## src/design/core_types_pkg.sv

```systemverilog
/* Core-wide type definitions
   Datapath width and ROB tag shared by the station and its neighbours */

package core_types_pkg;

  // ------------------------------
  // Datapath
  // ------------------------------

  localparam int unsigned XLEN = 32;  // Operand and result width

  // ------------------------------
  // Reorder buffer
  // ------------------------------

  localparam int unsigned ROB_IDX_W = 4;  // 16 in-flight instructions

  // Tag of a ROB entry, names both producers and consumers
  typedef logic [ROB_IDX_W-1:0] rob_idx_t;

endpackage

```

## src/design/rs_pkg.sv

```systemverilog
/* Reservation station definitions
   Entry states and the per-entry write operations on the entry buffer */

package rs_pkg;

  // Entry state
  typedef enum logic [2:0] {
    EMPTY,         // Free for a new instruction
    RS1_PENDING,   // Waiting for rs1
    RS2_PENDING,   // Waiting for rs2
    RS12_PENDING,  // Waiting for both operands
    EX_REQ,        // Requesting the EU
    EX_WAIT,       // Running on the EU
    COMPLETED      // Result ready for the CDB
  } rs_state_e;

  // Buffer write operation, one per entry and cycle
  typedef enum logic [3:0] {
    NONE,
    INSERT,       // Issue data as given
    INSERT_RS1,   // Issue data, rs1 from the EU result
    INSERT_RS2,   // Issue data, rs2 from the EU result
    INSERT_RS12,  // Issue data, both from the EU result
    SAVE_RS1,
    SAVE_RS2,
    SAVE_RS12,
    SAVE_RES      // Result from the EU
  } rs_op_e;

endpackage

```

## src/design/rs_wakeup.sv

```systemverilog
/* Operand wakeup
   Matches EU and CDB result tags against issue and stored tags */

`timescale 1ns/1ns

module rs_wakeup import core_types_pkg::*; #(
  parameter int unsigned DEPTH = 4
) (
  input  rob_idx_t             issue_rs1_tag_i,
  input  rob_idx_t             issue_rs2_tag_i,
  input  rob_idx_t [DEPTH-1:0] rs1_tag_i,
  input  rob_idx_t [DEPTH-1:0] rs2_tag_i,
  input  rob_idx_t [DEPTH-1:0] dest_tag_i,
  input  logic                 eu_result_valid_i,
  input  rob_idx_t             eu_result_tag_i,
  input  logic                 cdb_valid_i,
  input  rob_idx_t             cdb_tag_i,
  output logic                 ins_fwd_rs1_o,
  output logic                 ins_fwd_rs2_o,
  output logic [DEPTH-1:0]     fwd_rs1_o,
  output logic [DEPTH-1:0]     fwd_rs2_o,
  output logic [DEPTH-1:0]     fwd_rs1_eu_o,
  output logic [DEPTH-1:0]     fwd_rs2_eu_o,
  output logic [DEPTH-1:0]     res_match_o
);

  // Forwarding in the issue cycle, EU result only
  assign ins_fwd_rs1_o = eu_result_valid_i & (eu_result_tag_i == issue_rs1_tag_i);
  assign ins_fwd_rs2_o = eu_result_valid_i & (eu_result_tag_i == issue_rs2_tag_i);

  always_comb begin : p_match
    for (int i = 0; i < DEPTH; i++) begin
      fwd_rs1_eu_o[i] = eu_result_valid_i & (eu_result_tag_i == rs1_tag_i[i]);
      fwd_rs2_eu_o[i] = eu_result_valid_i & (eu_result_tag_i == rs2_tag_i[i]);
      fwd_rs1_o[i]    = fwd_rs1_eu_o[i] | (cdb_valid_i & (cdb_tag_i == rs1_tag_i[i]));
      fwd_rs2_o[i]    = fwd_rs2_eu_o[i] | (cdb_valid_i & (cdb_tag_i == rs2_tag_i[i]));
      res_match_o[i]  = eu_result_valid_i & (eu_result_tag_i == dest_tag_i[i]);
    end
  end

endmodule

```

## src/design/rs_entry_ctrl.sv

```systemverilog
/* Entry control
   One FSM per entry; picks the buffer operation on each transition */

`timescale 1ns/1ns

module rs_entry_ctrl import rs_pkg::*; #(
  parameter int unsigned DEPTH = 4
) (
  input  logic                     clk_i,
  input  logic                     rst_ni,
  input  logic                     flush_i,
  input  logic                     issue_valid_i,
  input  logic                     issue_ready_i,
  input  logic                     issue_rs1_ready_i,
  input  logic                     issue_rs2_ready_i,
  input  logic [$clog2(DEPTH)-1:0] new_idx_i,
  input  logic [$clog2(DEPTH)-1:0] ex_idx_i,
  input  logic [$clog2(DEPTH)-1:0] cdb_idx_i,
  input  logic                     eu_valid_i,
  input  logic                     eu_ready_i,
  input  logic                     cdb_valid_i,
  input  logic                     cdb_ready_i,
  input  logic                     ins_fwd_rs1_i,
  input  logic                     ins_fwd_rs2_i,
  input  logic [DEPTH-1:0]         fwd_rs1_i,
  input  logic [DEPTH-1:0]         fwd_rs2_i,
  input  logic [DEPTH-1:0]         res_match_i,
  output rs_op_e [DEPTH-1:0]       op_o,
  output logic [DEPTH-1:0]         empty_o,
  output logic [DEPTH-1:0]         ready_ex_o,
  output logic [DEPTH-1:0]         ready_cdb_o
);

  localparam int unsigned IDX_W = $clog2(DEPTH);

  rs_state_e [DEPTH-1:0] state_q, state_d;
  logic                  insert, accept, remove;
  logic                  fwd1, fwd2;
  rs_state_e             ins_state;
  rs_op_e                ins_op;
  logic [DEPTH-1:0]      save_res;

  // ------------------------------
  // Events
  // ------------------------------
  assign insert = issue_valid_i & issue_ready_i;
  assign accept = eu_valid_i & eu_ready_i;
  assign remove = cdb_valid_i & cdb_ready_i;

  // Operands caught from the EU in the issue cycle
  assign fwd1 = ~issue_rs1_ready_i & ins_fwd_rs1_i;
  assign fwd2 = ~issue_rs2_ready_i & ins_fwd_rs2_i;

  always_comb begin : p_insert
    if (fwd1 && fwd2) ins_op = INSERT_RS12;
    else if (fwd1) ins_op = INSERT_RS1;
    else if (fwd2) ins_op = INSERT_RS2;
    else ins_op = INSERT;

    if ((issue_rs1_ready_i | fwd1) && (issue_rs2_ready_i | fwd2)) ins_state = EX_REQ;
    else if (issue_rs1_ready_i | fwd1) ins_state = RS2_PENDING;
    else if (issue_rs2_ready_i | fwd2) ins_state = RS1_PENDING;
    else ins_state = RS12_PENDING;
  end

  // ------------------------------
  // Per-entry transitions
  // ------------------------------
  always_comb begin : p_next
    for (int i = 0; i < DEPTH; i++) begin
      state_d[i] = state_q[i];
      op_o[i]    = NONE;
      case (state_q[i])
        EMPTY: begin
          if (insert && new_idx_i == IDX_W'(i)) begin
            state_d[i] = ins_state;
            op_o[i]    = ins_op;
          end
        end
        RS12_PENDING: begin
          if (fwd_rs1_i[i] && fwd_rs2_i[i]) begin
            state_d[i] = EX_REQ;
            op_o[i]    = SAVE_RS12;
          end else if (fwd_rs1_i[i]) begin
            state_d[i] = RS2_PENDING;
            op_o[i]    = SAVE_RS1;
          end else if (fwd_rs2_i[i]) begin
            state_d[i] = RS1_PENDING;
            op_o[i]    = SAVE_RS2;
          end
        end
        RS1_PENDING: begin
          if (fwd_rs1_i[i]) begin
            state_d[i] = EX_REQ;
            op_o[i]    = SAVE_RS1;
          end
        end
        RS2_PENDING: begin
          if (fwd_rs2_i[i]) begin
            state_d[i] = EX_REQ;
            op_o[i]    = SAVE_RS2;
          end
        end
        EX_REQ, EX_WAIT: begin
          if (res_match_i[i]) begin  // Result back from the EU
            state_d[i] = COMPLETED;
            op_o[i]    = SAVE_RES;
          end else if (state_q[i] == EX_REQ && accept && ex_idx_i == IDX_W'(i)) begin
            state_d[i] = EX_WAIT;
          end
        end
        COMPLETED: begin
          if (remove && cdb_idx_i == IDX_W'(i)) state_d[i] = EMPTY;
        end
        default: state_d[i] = EMPTY;
      endcase
      save_res[i] = (op_o[i] == SAVE_RES);
    end
  end

  always_ff @(posedge clk_i or negedge rst_ni) begin : p_state
    if (!rst_ni) begin
      state_q <= {DEPTH{EMPTY}};
    end else if (flush_i) begin
      state_q <= {DEPTH{EMPTY}};
    end else begin
      state_q <= state_d;
    end
  end

  // Status for the selectors
  always_comb begin : p_status
    for (int i = 0; i < DEPTH; i++) begin
      empty_o[i]     = (state_q[i] == EMPTY);
      ready_ex_o[i]  = (state_q[i] == EX_REQ);
      ready_cdb_o[i] = (state_q[i] == COMPLETED);
    end
  end

  // Free-entry encoder and issue handshake must agree with the FSMs
  a_insert_empty: assert property (@(posedge clk_i) disable iff (!rst_ni)
    insert |-> state_q[new_idx_i] == EMPTY)
    else $error("Insert into a busy entry");

  // Serial EU returns one tagged result at a time
  a_one_result: assert property (@(posedge clk_i) disable iff (!rst_ni)
    $onehot0(save_res))
    else $error("Result captured by more than one entry");

endmodule

```

## src/design/rs_entry_buffer.sv

```systemverilog
/* Entry buffer
   Per-entry operands, tags and result, written by the entry operations */

`timescale 1ns/1ns

module rs_entry_buffer import core_types_pkg::*, rs_pkg::*; #(
  parameter int unsigned DEPTH = 4,
  parameter int unsigned CTL_W = 4
) (
  input  logic                     clk_i,
  input  logic                     rst_ni,
  input  rs_op_e [DEPTH-1:0]       op_i,
  input  logic [DEPTH-1:0]         fwd_rs1_eu_i,
  input  logic [DEPTH-1:0]         fwd_rs2_eu_i,
  input  logic [CTL_W-1:0]         issue_ctl_i,
  input  rob_idx_t                 issue_rs1_tag_i,
  input  logic [XLEN-1:0]          issue_rs1_value_i,
  input  rob_idx_t                 issue_rs2_tag_i,
  input  logic [XLEN-1:0]          issue_rs2_value_i,
  input  rob_idx_t                 issue_dest_tag_i,
  input  logic [XLEN-1:0]          eu_result_i,
  input  logic [XLEN-1:0]          cdb_value_i,
  input  logic [$clog2(DEPTH)-1:0] hold_idx_i,
  input  logic [$clog2(DEPTH)-1:0] cdb_idx_i,
  output rob_idx_t [DEPTH-1:0]     rs1_tag_o,
  output rob_idx_t [DEPTH-1:0]     rs2_tag_o,
  output rob_idx_t [DEPTH-1:0]     dest_tag_o,
  output logic [CTL_W-1:0]         eu_ctl_o,
  output logic [XLEN-1:0]          eu_rs1_o,
  output logic [XLEN-1:0]          eu_rs2_o,
  output rob_idx_t                 eu_tag_o,
  output rob_idx_t                 cdb_tag_o,
  output logic [XLEN-1:0]          cdb_value_o
);

  rob_idx_t [DEPTH-1:0] rs1_tag_q, rs2_tag_q, dest_tag_q;
  logic [CTL_W-1:0]     ctl_q  [DEPTH];
  logic [XLEN-1:0]      rs1_q  [DEPTH];
  logic [XLEN-1:0]      rs2_q  [DEPTH];
  logic [XLEN-1:0]      res_q  [DEPTH];

  // ------------------------------
  // Tags
  // ------------------------------
  always_ff @(posedge clk_i or negedge rst_ni) begin : p_tags
    if (!rst_ni) begin
      rs1_tag_q  <= '0;
      rs2_tag_q  <= '0;
      dest_tag_q <= '0;
    end else begin
      for (int i = 0; i < DEPTH; i++) begin
        if (op_i[i] inside {INSERT, INSERT_RS1, INSERT_RS2, INSERT_RS12}) begin
          rs1_tag_q[i]  <= issue_rs1_tag_i;
          rs2_tag_q[i]  <= issue_rs2_tag_i;
          dest_tag_q[i] <= issue_dest_tag_i;
        end
      end
    end
  end

  // ------------------------------
  // Control, operands and result
  // ------------------------------
  always_ff @(posedge clk_i) begin : p_data
    for (int i = 0; i < DEPTH; i++) begin
      case (op_i[i])
        INSERT, INSERT_RS1, INSERT_RS2, INSERT_RS12: begin
          ctl_q[i] <= issue_ctl_i;
          rs1_q[i] <= (op_i[i] inside {INSERT_RS1, INSERT_RS12}) ? eu_result_i
                                                                 : issue_rs1_value_i;
          rs2_q[i] <= (op_i[i] inside {INSERT_RS2, INSERT_RS12}) ? eu_result_i
                                                                 : issue_rs2_value_i;
        end
        SAVE_RS1: rs1_q[i] <= fwd_rs1_eu_i[i] ? eu_result_i : cdb_value_i;
        SAVE_RS2: rs2_q[i] <= fwd_rs2_eu_i[i] ? eu_result_i : cdb_value_i;
        SAVE_RS12: begin  // Sources may differ per operand
          rs1_q[i] <= fwd_rs1_eu_i[i] ? eu_result_i : cdb_value_i;
          rs2_q[i] <= fwd_rs2_eu_i[i] ? eu_result_i : cdb_value_i;
        end
        SAVE_RES: res_q[i] <= eu_result_i;
        default: ;
      endcase
    end
  end

  assign rs1_tag_o  = rs1_tag_q;
  assign rs2_tag_o  = rs2_tag_q;
  assign dest_tag_o = dest_tag_q;

  // Dispatch port, stable while the EU works
  assign eu_ctl_o = ctl_q[hold_idx_i];
  assign eu_rs1_o = rs1_q[hold_idx_i];
  assign eu_rs2_o = rs2_q[hold_idx_i];
  assign eu_tag_o = dest_tag_q[hold_idx_i];

  // Broadcast port
  assign cdb_tag_o   = dest_tag_q[cdb_idx_i];
  assign cdb_value_o = res_q[cdb_idx_i];

endmodule

```

## src/design/rs_select.sv

```systemverilog
/* Entry selection
   Lowest-index pick of free, dispatch and broadcast entries and the dispatch index hold */

`timescale 1ns/1ns

module rs_select #(
  parameter int unsigned DEPTH = 4
) (
  input  logic                     clk_i,
  input  logic                     rst_ni,
  input  logic                     flush_i,
  input  logic [DEPTH-1:0]         empty_i,
  input  logic [DEPTH-1:0]         ready_ex_i,
  input  logic [DEPTH-1:0]         ready_cdb_i,
  input  logic                     eu_ready_i,
  output logic [$clog2(DEPTH)-1:0] new_idx_o,
  output logic [$clog2(DEPTH)-1:0] ex_idx_o,
  output logic [$clog2(DEPTH)-1:0] cdb_idx_o,
  output logic [$clog2(DEPTH)-1:0] hold_idx_o,
  output logic                     issue_ready_o,
  output logic                     eu_valid_o,
  output logic                     cdb_valid_o
);

  localparam int unsigned IDX_W = $clog2(DEPTH);

  // Fixed priority with entry 0 first
  function automatic logic [IDX_W-1:0] lowest_idx(input logic [DEPTH-1:0] vec);
    logic [IDX_W-1:0] idx;
    idx = '0;
    for (int i = DEPTH - 1; i >= 0; i--) begin
      if (vec[i]) idx = IDX_W'(i);
    end
    return idx;
  endfunction

  assign new_idx_o = lowest_idx(empty_i);
  assign ex_idx_o  = lowest_idx(ready_ex_i);
  assign cdb_idx_o = lowest_idx(ready_cdb_i);

  assign issue_ready_o = |empty_i;
  assign eu_valid_o    = |ready_ex_i;
  assign cdb_valid_o   = |ready_cdb_i;

  // Dispatched entry kept until the next acceptance
  always_ff @(posedge clk_i or negedge rst_ni) begin : p_hold
    if (!rst_ni) begin
      hold_idx_o <= '0;
    end else if (flush_i) begin
      hold_idx_o <= '0;
    end else if (eu_valid_o && eu_ready_i) begin
      hold_idx_o <= ex_idx_o;
    end
  end

  // Dispatch pick is a ready entry with no ready entry below it
  a_ex_pick: assert property (@(posedge clk_i) disable iff (!rst_ni)
    eu_valid_o |-> ready_ex_i[ex_idx_o] &&
                   (ready_ex_i & ((DEPTH'(1) << ex_idx_o) - 1'b1)) == '0)
    else $error("Dispatch pick is not the lowest ready entry");

endmodule

```

## src/design/rs_serial_top.sv

```systemverilog
/* Reservation station for a serial execution unit
   Holds issued instructions until operands arrive, feeds the EU one at a time
   and broadcasts completed results on the CDB */

`timescale 1ns/1ns

module rs_serial_top import core_types_pkg::*, rs_pkg::*; #(
  parameter int unsigned DEPTH = 4,  // Power of two
  parameter int unsigned CTL_W = 4
) (
  input  logic             clk_i,
  input  logic             rst_ni,
  input  logic             flush_i,

  // Issue
  input  logic             issue_valid_i,
  output logic             issue_ready_o,
  input  logic [CTL_W-1:0] issue_ctl_i,
  input  logic             issue_rs1_ready_i,
  input  rob_idx_t         issue_rs1_tag_i,
  input  logic [XLEN-1:0]  issue_rs1_value_i,
  input  logic             issue_rs2_ready_i,
  input  rob_idx_t         issue_rs2_tag_i,
  input  logic [XLEN-1:0]  issue_rs2_value_i,
  input  rob_idx_t         issue_dest_tag_i,

  // Execution unit
  output logic             eu_valid_o,
  input  logic             eu_ready_i,
  output logic [CTL_W-1:0] eu_ctl_o,
  output logic [XLEN-1:0]  eu_rs1_o,
  output logic [XLEN-1:0]  eu_rs2_o,
  output rob_idx_t         eu_tag_o,
  input  logic             eu_result_valid_i,
  input  rob_idx_t         eu_result_tag_i,
  input  logic [XLEN-1:0]  eu_result_i,

  // CDB
  output logic             cdb_valid_o,
  input  logic             cdb_ready_i,
  output rob_idx_t         cdb_tag_o,
  output logic [XLEN-1:0]  cdb_value_o,
  input  logic             cdb_valid_i,  // Snoop port
  input  rob_idx_t         cdb_tag_i,
  input  logic [XLEN-1:0]  cdb_value_i
);

  localparam int unsigned IDX_W = $clog2(DEPTH);

  logic [IDX_W-1:0]      new_idx, ex_idx, cdb_idx, hold_idx;
  logic [DEPTH-1:0]      empty, ready_ex, ready_cdb;
  rs_op_e [DEPTH-1:0]    op;
  rob_idx_t [DEPTH-1:0]  rs1_tag, rs2_tag, dest_tag;
  logic                  ins_fwd_rs1, ins_fwd_rs2;
  logic [DEPTH-1:0]      fwd_rs1, fwd_rs2, fwd_rs1_eu, fwd_rs2_eu, res_match;

  rs_entry_ctrl #(.DEPTH(DEPTH)) u_ctrl (
    .clk_i, .rst_ni, .flush_i, .issue_valid_i,
    .issue_ready_i     (issue_ready_o),
    .issue_rs1_ready_i, .issue_rs2_ready_i,
    .new_idx_i         (new_idx),
    .ex_idx_i          (ex_idx),
    .cdb_idx_i         (cdb_idx),
    .eu_valid_i        (eu_valid_o),
    .eu_ready_i,
    .cdb_valid_i       (cdb_valid_o),  // Own broadcast
    .cdb_ready_i,
    .ins_fwd_rs1_i     (ins_fwd_rs1),
    .ins_fwd_rs2_i     (ins_fwd_rs2),
    .fwd_rs1_i         (fwd_rs1),
    .fwd_rs2_i         (fwd_rs2),
    .res_match_i       (res_match),
    .op_o              (op),
    .empty_o           (empty),
    .ready_ex_o        (ready_ex),
    .ready_cdb_o       (ready_cdb)
  );

  rs_wakeup #(.DEPTH(DEPTH)) u_wakeup (
    .issue_rs1_tag_i, .issue_rs2_tag_i,
    .rs1_tag_i         (rs1_tag),
    .rs2_tag_i         (rs2_tag),
    .dest_tag_i        (dest_tag),
    .eu_result_valid_i, .eu_result_tag_i, .cdb_valid_i, .cdb_tag_i,
    .ins_fwd_rs1_o     (ins_fwd_rs1),
    .ins_fwd_rs2_o     (ins_fwd_rs2),
    .fwd_rs1_o         (fwd_rs1),
    .fwd_rs2_o         (fwd_rs2),
    .fwd_rs1_eu_o      (fwd_rs1_eu),
    .fwd_rs2_eu_o      (fwd_rs2_eu),
    .res_match_o       (res_match)
  );

  rs_entry_buffer #(.DEPTH(DEPTH), .CTL_W(CTL_W)) u_buffer (
    .clk_i, .rst_ni,
    .op_i              (op),
    .fwd_rs1_eu_i      (fwd_rs1_eu),
    .fwd_rs2_eu_i      (fwd_rs2_eu),
    .issue_ctl_i, .issue_rs1_tag_i, .issue_rs1_value_i,
    .issue_rs2_tag_i, .issue_rs2_value_i, .issue_dest_tag_i,
    .eu_result_i, .cdb_value_i,
    .hold_idx_i        (hold_idx),
    .cdb_idx_i         (cdb_idx),
    .rs1_tag_o         (rs1_tag),
    .rs2_tag_o         (rs2_tag),
    .dest_tag_o        (dest_tag),
    .eu_ctl_o, .eu_rs1_o, .eu_rs2_o, .eu_tag_o, .cdb_tag_o, .cdb_value_o
  );

  rs_select #(.DEPTH(DEPTH)) u_select (
    .clk_i, .rst_ni, .flush_i,
    .empty_i           (empty),
    .ready_ex_i        (ready_ex),
    .ready_cdb_i       (ready_cdb),
    .eu_ready_i,
    .new_idx_o         (new_idx),
    .ex_idx_o          (ex_idx),
    .cdb_idx_o         (cdb_idx),
    .hold_idx_o        (hold_idx),
    .issue_ready_o, .eu_valid_o, .cdb_valid_o
  );

endmodule

```

## config.mk

```make
export PLATFORM = sky130hd
export DESIGN_NAME = rs_serial_top
export DESIGN_NICKNAME = d
export VERILOG_FILES = /design/src/design/core_types_pkg.sv /design/src/design/rs_pkg.sv /design/src/design/rs_wakeup.sv /design/src/design/rs_entry_ctrl.sv /design/src/design/rs_entry_buffer.sv /design/src/design/rs_select.sv /design/src/design/rs_serial_top.sv
export SDC_FILE = /design/constraint.sdc
export NUM_CORES = 1
export LEC_CHECK = 0
export BUFFER_PORTS_ARGS = -buffer_cell sky130_fd_sc_hd__buf_2
export CORE_ASPECT_RATIO = 0.6
export CORE_MARGIN = 2
export CORE_UTILIZATION = 35
export CTS_CLUSTER_DIAMETER = 100
export DETAILED_ROUTE_END_ITERATION = 10
export PLACE_DENSITY = 0.63
export SLEW_MARGIN = 20
export SYNTH_ARGS = -nofsm -noshare
export SYNTH_HDL_FRONTEND = slang
export SYNTH_SLANG_ARGS = --single-unit
```

## constraint.sdc

```tcl
create_clock -name clk_i -period 5.4 [get_ports clk_i]
set_input_delay 0 -clock clk_i [delete_from_list [all_inputs] [get_ports clk_i]]
set_output_delay 0 -clock clk_i [all_outputs]
set_load 0.03 [all_outputs]
```

[Word-level counts from Yosys, hierarchy flattened]
Memories as Yosys holds them, arrays and structs flattened.
Index checks and enable logic that the tools add are counted.
Word-level totals
  register bits: 62
  bits in writable memories: 400
  input bits: 162
  output and inout bits: 111
  word-level logic and storage cells: 424
  memories: 4
Memory list
  u_buffer.res_q: words 4, width 32, read ports 1, clocked after memory_dff 0, write ports 4, RTL line rs_entry_buffer.sv:40  | logic [XLEN-1:0] res_q [DEPTH];
  u_buffer.rs1_q: words 4, width 32, read ports 1, clocked after memory_dff 0, write ports 4, RTL line rs_entry_buffer.sv:38  | logic [XLEN-1:0] rs1_q [DEPTH];
  u_buffer.rs2_q: words 4, width 32, read ports 1, clocked after memory_dff 0, write ports 4, RTL line rs_entry_buffer.sv:39  | logic [XLEN-1:0] rs2_q [DEPTH];
  u_buffer.ctl_q: words 4, width 4, read ports 1, clocked after memory_dff 0, write ports 1, RTL line rs_entry_buffer.sv:37  | logic [CTL_W-1:0] ctl_q [DEPTH];
Operators by class
  magnitude comparators: 2
  eq/ne operators: 111
  muxes and demuxes: 174
  bitwise operators: 55
  reductions and logical operators: 61
Operator list (count)
  $mux 32: 32
  $mux 3: 46
  $mux 4: 23
  $eq 4x4->1: 22
  $pmux 4 s5: 4
  $pmux 3 s6: 4
  $eq 4x3->1 const B: 16
  $ne 3x2->1 const B: 16
  $mux 1: 43
  $reduce_or 4->1: 10
  $mux 2: 19
  $eq 3x3->1 const B: 12
  $eq 4x2->1 const B: 8
  $and 1x1->1: 27
  $or 1x1->1: 26
  $eq 3x2->1 const B: 8
  $reduce_and 6->1: 4
  $logic_and 1x1->1: 23
  $ne 5x2->1 const B: 4
  $reduce_bool 2->1: 9
  $bmux 4 s2: 2
  $eq 4x1->1 const B: 4
  $eq 4x4->1 const B: 4
  $ne 4x3->1 const B: 4
  other kinds (10): 33

[Depth between registers and ports, before layout]
  depth after elaboration: 17
  depth in mapped cells: 15

[Cells and area by module]
From an unflattened synthesis, not the netlist that was laid out.
Unflattened totals
  cells, all modules: 1802
  area total of the unflattened synthesis: 24317.1 µm²
Modules (own cells, without submodules)
  rs_entry_buffer: times used 1, cells an instance 1429, area each 21434.3 µm², seq. area each 13212.7 µm²
  rs_entry_ctrl: times used 1, cells an instance 193, area each 1481.4 µm², seq. area each 300.3 µm²
  rs_wakeup: times used 1, cells an instance 149, area each 1193.6 µm², seq. area each 0.0 µm²
  rs_select: times used 1, cells an instance 31, area each 207.7 µm², seq. area each 50.0 µm²

[Least setup slack after synthesis]
OpenSTA, ideal clock, no wires.
  path type: input port to flip-flop
  start point: input eu_result_valid_i
  end point: memory u_buffer.rs2_q[3][0] (enable)
  arrival: 4107 ps
  slack: 828 ps
  stages on the path: 11
  path buffers: 3
  path through: clkbuf_1 > clkbuf_1 > nand2_1 > nor4_1 > nor2b_1 > ha_1 > a21boi_2 > a21o_1 > buf_6 > and2_0 > o21ai_0
RTL lines
  start: declaration: RTL line rs_serial_top.sv:34  | input logic eu_result_valid_i,
  end: declaration: RTL line rs_entry_buffer.sv:39

==> flow_summary.ini <==
[place]
portBuffers = 272
dp_slack_ns = 1.51
dp_hpwl_mm = 57.0
finalWeightedCongestion = 0.921
placed_cell_area_um2 = 26300

[synthesis]
netlist_instances = 1952
ys_async_sr_fraction_pct = 13.4
avgSynthCellArea_um2 = 12.4
yosys_warnings = 0
ys_ff_latch = 462
yosysTopAreaCell = edfxtp_1
yosysMostFrequentCell = edfxtp_1
synth-compound-area-share_pct = 15.9
synthMuxAreaShare_pct = 9.40
synth_commonest_cells = edfxtp_1, nand2_1, a22oi_1
synth_top_cell_area_share_pct = 49.8
synth_edf_count = 400
seq_area_frac_synth_pct = 56.2
syn_area_um2 = 24100
ys_types = 79
synth_top_family_by_area = compound AO/OA/AOI/OAI gates
syn_nets = 2115
ys.flop_type = edfxtp_1
synth_fa_ha_area_share_pct = 0.0519
synthTopCellsByArea = edfxtp_1, mux4_2, dfrtp_1
synth-xor-area-share_pct = 3.72
synthSimpleGateAreaFrac_pct = 10.2

[worst_setup_path]
crit_arrival_ns = 5.22
crit_path_end_kind = register
reg2reg_slack_ns = 0.65
cp-endpoint = u_buffer.rs2_q[3][20]$_DFFE_PP_
r2r-start = u_ctrl.state_q[8]$_DFFE_PN0P_
r2r_end = u_buffer.rs2_q[3][20]$_DFFE_PP_
worst_setup_path_start_kind = register
required_ns = 5.87
reg2reg_depth = 10
crit_start = u_ctrl.state_q[8]$_DFFE_PN0P_
critical_path_peak_fanout = 32
worstSetupPathType = reg -> reg

[floorplanning]
die_h_um = 207
die_w_um = 343
initial_core_util_pct = 35.4
core_area_um2 = 68100
num_rows = 74
dieArea_um2 = 71100
pin_count = 273

[global_route]
grt_pass1_wl_mm = 130
antenna_found_initial = 12
grt.total_usage_pct = 24.5
grt_max_degree = 63
overflow = 0
grt_pass1_vias = 19433

[worst_hold_path]
min_path_type = in -> reg

[clocking]
cts_tree = built
htree_levels = 2
clock-sinks = 462
clock_latency_ns = 0.61
cts_buffer_depth = 3
cts_buffers = 47
clkTransAtPathRegs_ns = 0.07
cts_resized = 0
cts-root-buf = clkbuf_16

[detailed_routing]
vias_per_cell = 5.95
num_vias = 19881
drt_first_pass_iters = 6
drc = 0
wl_per_cell_um = 26.6
wirelength_mm = 89.0
final_antenna_net_count = 0
drt-initial-drc-count = 2847

[timing]
min_period_over_period_pct = 87.9
slew_headroom_pct = 22.1
setup-tns-final_ns = 0
tightestPinTransition_ns = 1.17
drv_slew = 0
fin_crit_ns = 4.75
layout_setup_ws_ns = 0.651
finalHoldViolCount = 0
setup_viol = 0
rsz0062_at_grt = false
max_clock_freq_ghz = 0.211
clock_skew_ns = 0.0234

[pwr]
power.leakage_nw = 11.4
ir_worst_vdd_v = 0.000434
power_density_nw_per_um2 = 465
fin_total_pwr_w = 0.0141

[final_layout]
finish.instance_area_um2 = 30300
syn_to_final_growth_pct = 25.5
layout-drive-gt1-share_pct = 24.3
layout.nets = 2544

[run_status]
status = complete, no violations

[flow_run]
cap_violations = 0
how the worst min path moves through the flow:
stage,startpoint,end,cells past startpoint
after CTS,issue_valid_i,u_ctrl.state_q[2]$_DFFE_PN0P_,5
after global routing,issue_valid_i,u_ctrl.state_q[2]$_DFFE_PN0P_,5
after detailed placement,issue_ctl_i[2],u_buffer.ctl_q[2][2]$_DFFE_PP_,1
after floorplan,rst_ni,u_buffer.dest_tag_o[0]$_DFFE_PN0P_,0
final,issue_valid_i,u_ctrl.state_q[2]$_DFFE_PN0P_,5
after global placement,issue_ctl_i[3],u_buffer.ctl_q[2][3]$_DFFE_PP_,1
through the flow:
stage          std cells  hold WS [ns]  util (%)
6_report            3339        0.0491      44.4
2_1_floorplan       1952        -0.296         -
3_3_place_gp        3004         0.221      38.6
4_1_cts             3329        0.0176      44.4
5_1_grt             3331        0.0711      44.4
3_5_place_dp        3004         0.222      38.6
worst max-delay path, stage by stage, from the launching register on:
cell and delay [ns]:
dfrtp_1 0.52, nor3_1 0.60, nor4b_2 0.19, a22o_1 0.28, a21oi_2 0.35, nor2b_1 0.34, a21o_2 0.89, a22oi_1 0.20
dlygate4sd3_1 0.61, nand2_1 0.06, dlygate4sd3_1 0.55
final cells by class:
class,count,area (um2)
Antenna cell,10,25.0
Clock buffer,50,1190
Clock inverter,35,348
Fill cell,6270,37900
Inverter,75,282
Multi-Input combinational cell,1244,9660
Sequential cell,462,13600
Tap cell,912,1140
Timing Repair Buffer,551,4060
metal layers:
metal | up-vias | track usage, % | part of all wire [%]
li1 | 8344 | - | -
met1 | 9901 | 34.8 | 41
met2 | 1418 | 34.8 | 42
met3 | 208 | 8.43 | 13
met4 | 10 | 8.09 | 3.3
met5 | - | 0 | 0.11
sequential cells by signal, indices dropped and copies added, names as in the netlist:
register,count
u_buffer.res_q,128
u_buffer.rs1_q,128
u_buffer.rs2_q,128
u_buffer.ctl_q,16
u_buffer.dest_tag_o,16
u_buffer.rs1_tag_o,16
u_buffer.rs2_tag_o,16
u_ctrl.state_q,12
u_select.hold_idx_o,2
repair_timing:
| action | 4_1_cts | 5_1_grt |
|---|---|---|
| buffers inserted | 0 | 0 |
| endpoints found under the hold margin | 524 | 0 |
| hold buffers | 240 | 0 |
report_power, final:
group          internal, W  switching (W)
clock              0.00188        0.00147
combinational      0.00189        0.00330
sequential         0.00501       0.000542
total              0.00878        0.00531
cell families after synthesis:
kind of cell | count (synthesis)
flip-flops | 462
adder cells (fa/ha/maj) | 1
AO/OA/AOI/OAI | 474
AND/OR/NAND/NOR | 541
XOR/XNOR | 99
buffers and inverters | 246
multiplexers | 129
layout by cell type (no fill, tap or decap), types with 6 or more instances in the layout:
| cell | n |
|---|---|
| a21oi_1 | 29 |
| and3_1 | 10 |
| mux4_2 | 72 |
| o22ai_1 | 20 |
| clkinv_2 | 14 |
| buf_2 | 272 |
| nor2_1 | 67 |
| and2_0 | 26 |
| xnor2_1 | 42 |
| a222oi_1 | 36 |
| buf_4 | 39 |
| a221o_1 | 80 |
| nand2b_1 | 9 |
| a22oi_1 | 166 |
| bufinv_16 | 6 |
| o21ai_1 | 23 |
| xor2_1 | 50 |
| mux2i_1 | 6 |
| diode_2 | 10 |
| and2_1 | 10 |
| nand2_1 | 307 |
| nor4_1 | 6 |
| clkbuf_16 | 47 |
| a31oi_1 | 6 |
| inv_1 | 75 |
| dfrtp_1 | 60 |
| nor3_1 | 28 |
| mux2_2 | 26 |
| nor2b_1 | 7 |
| o21ai_2 | 33 |
| mux2_1 | 24 |
| clkinv_1 | 9 |
| nor3_2 | 6 |
| dlygate4sd3_1 | 240 |
| o21ai_0 | 22 |
| edfxtp_1 | 400 |
| nand3_1 | 25 |
Power figures use the tool's default switching activity.
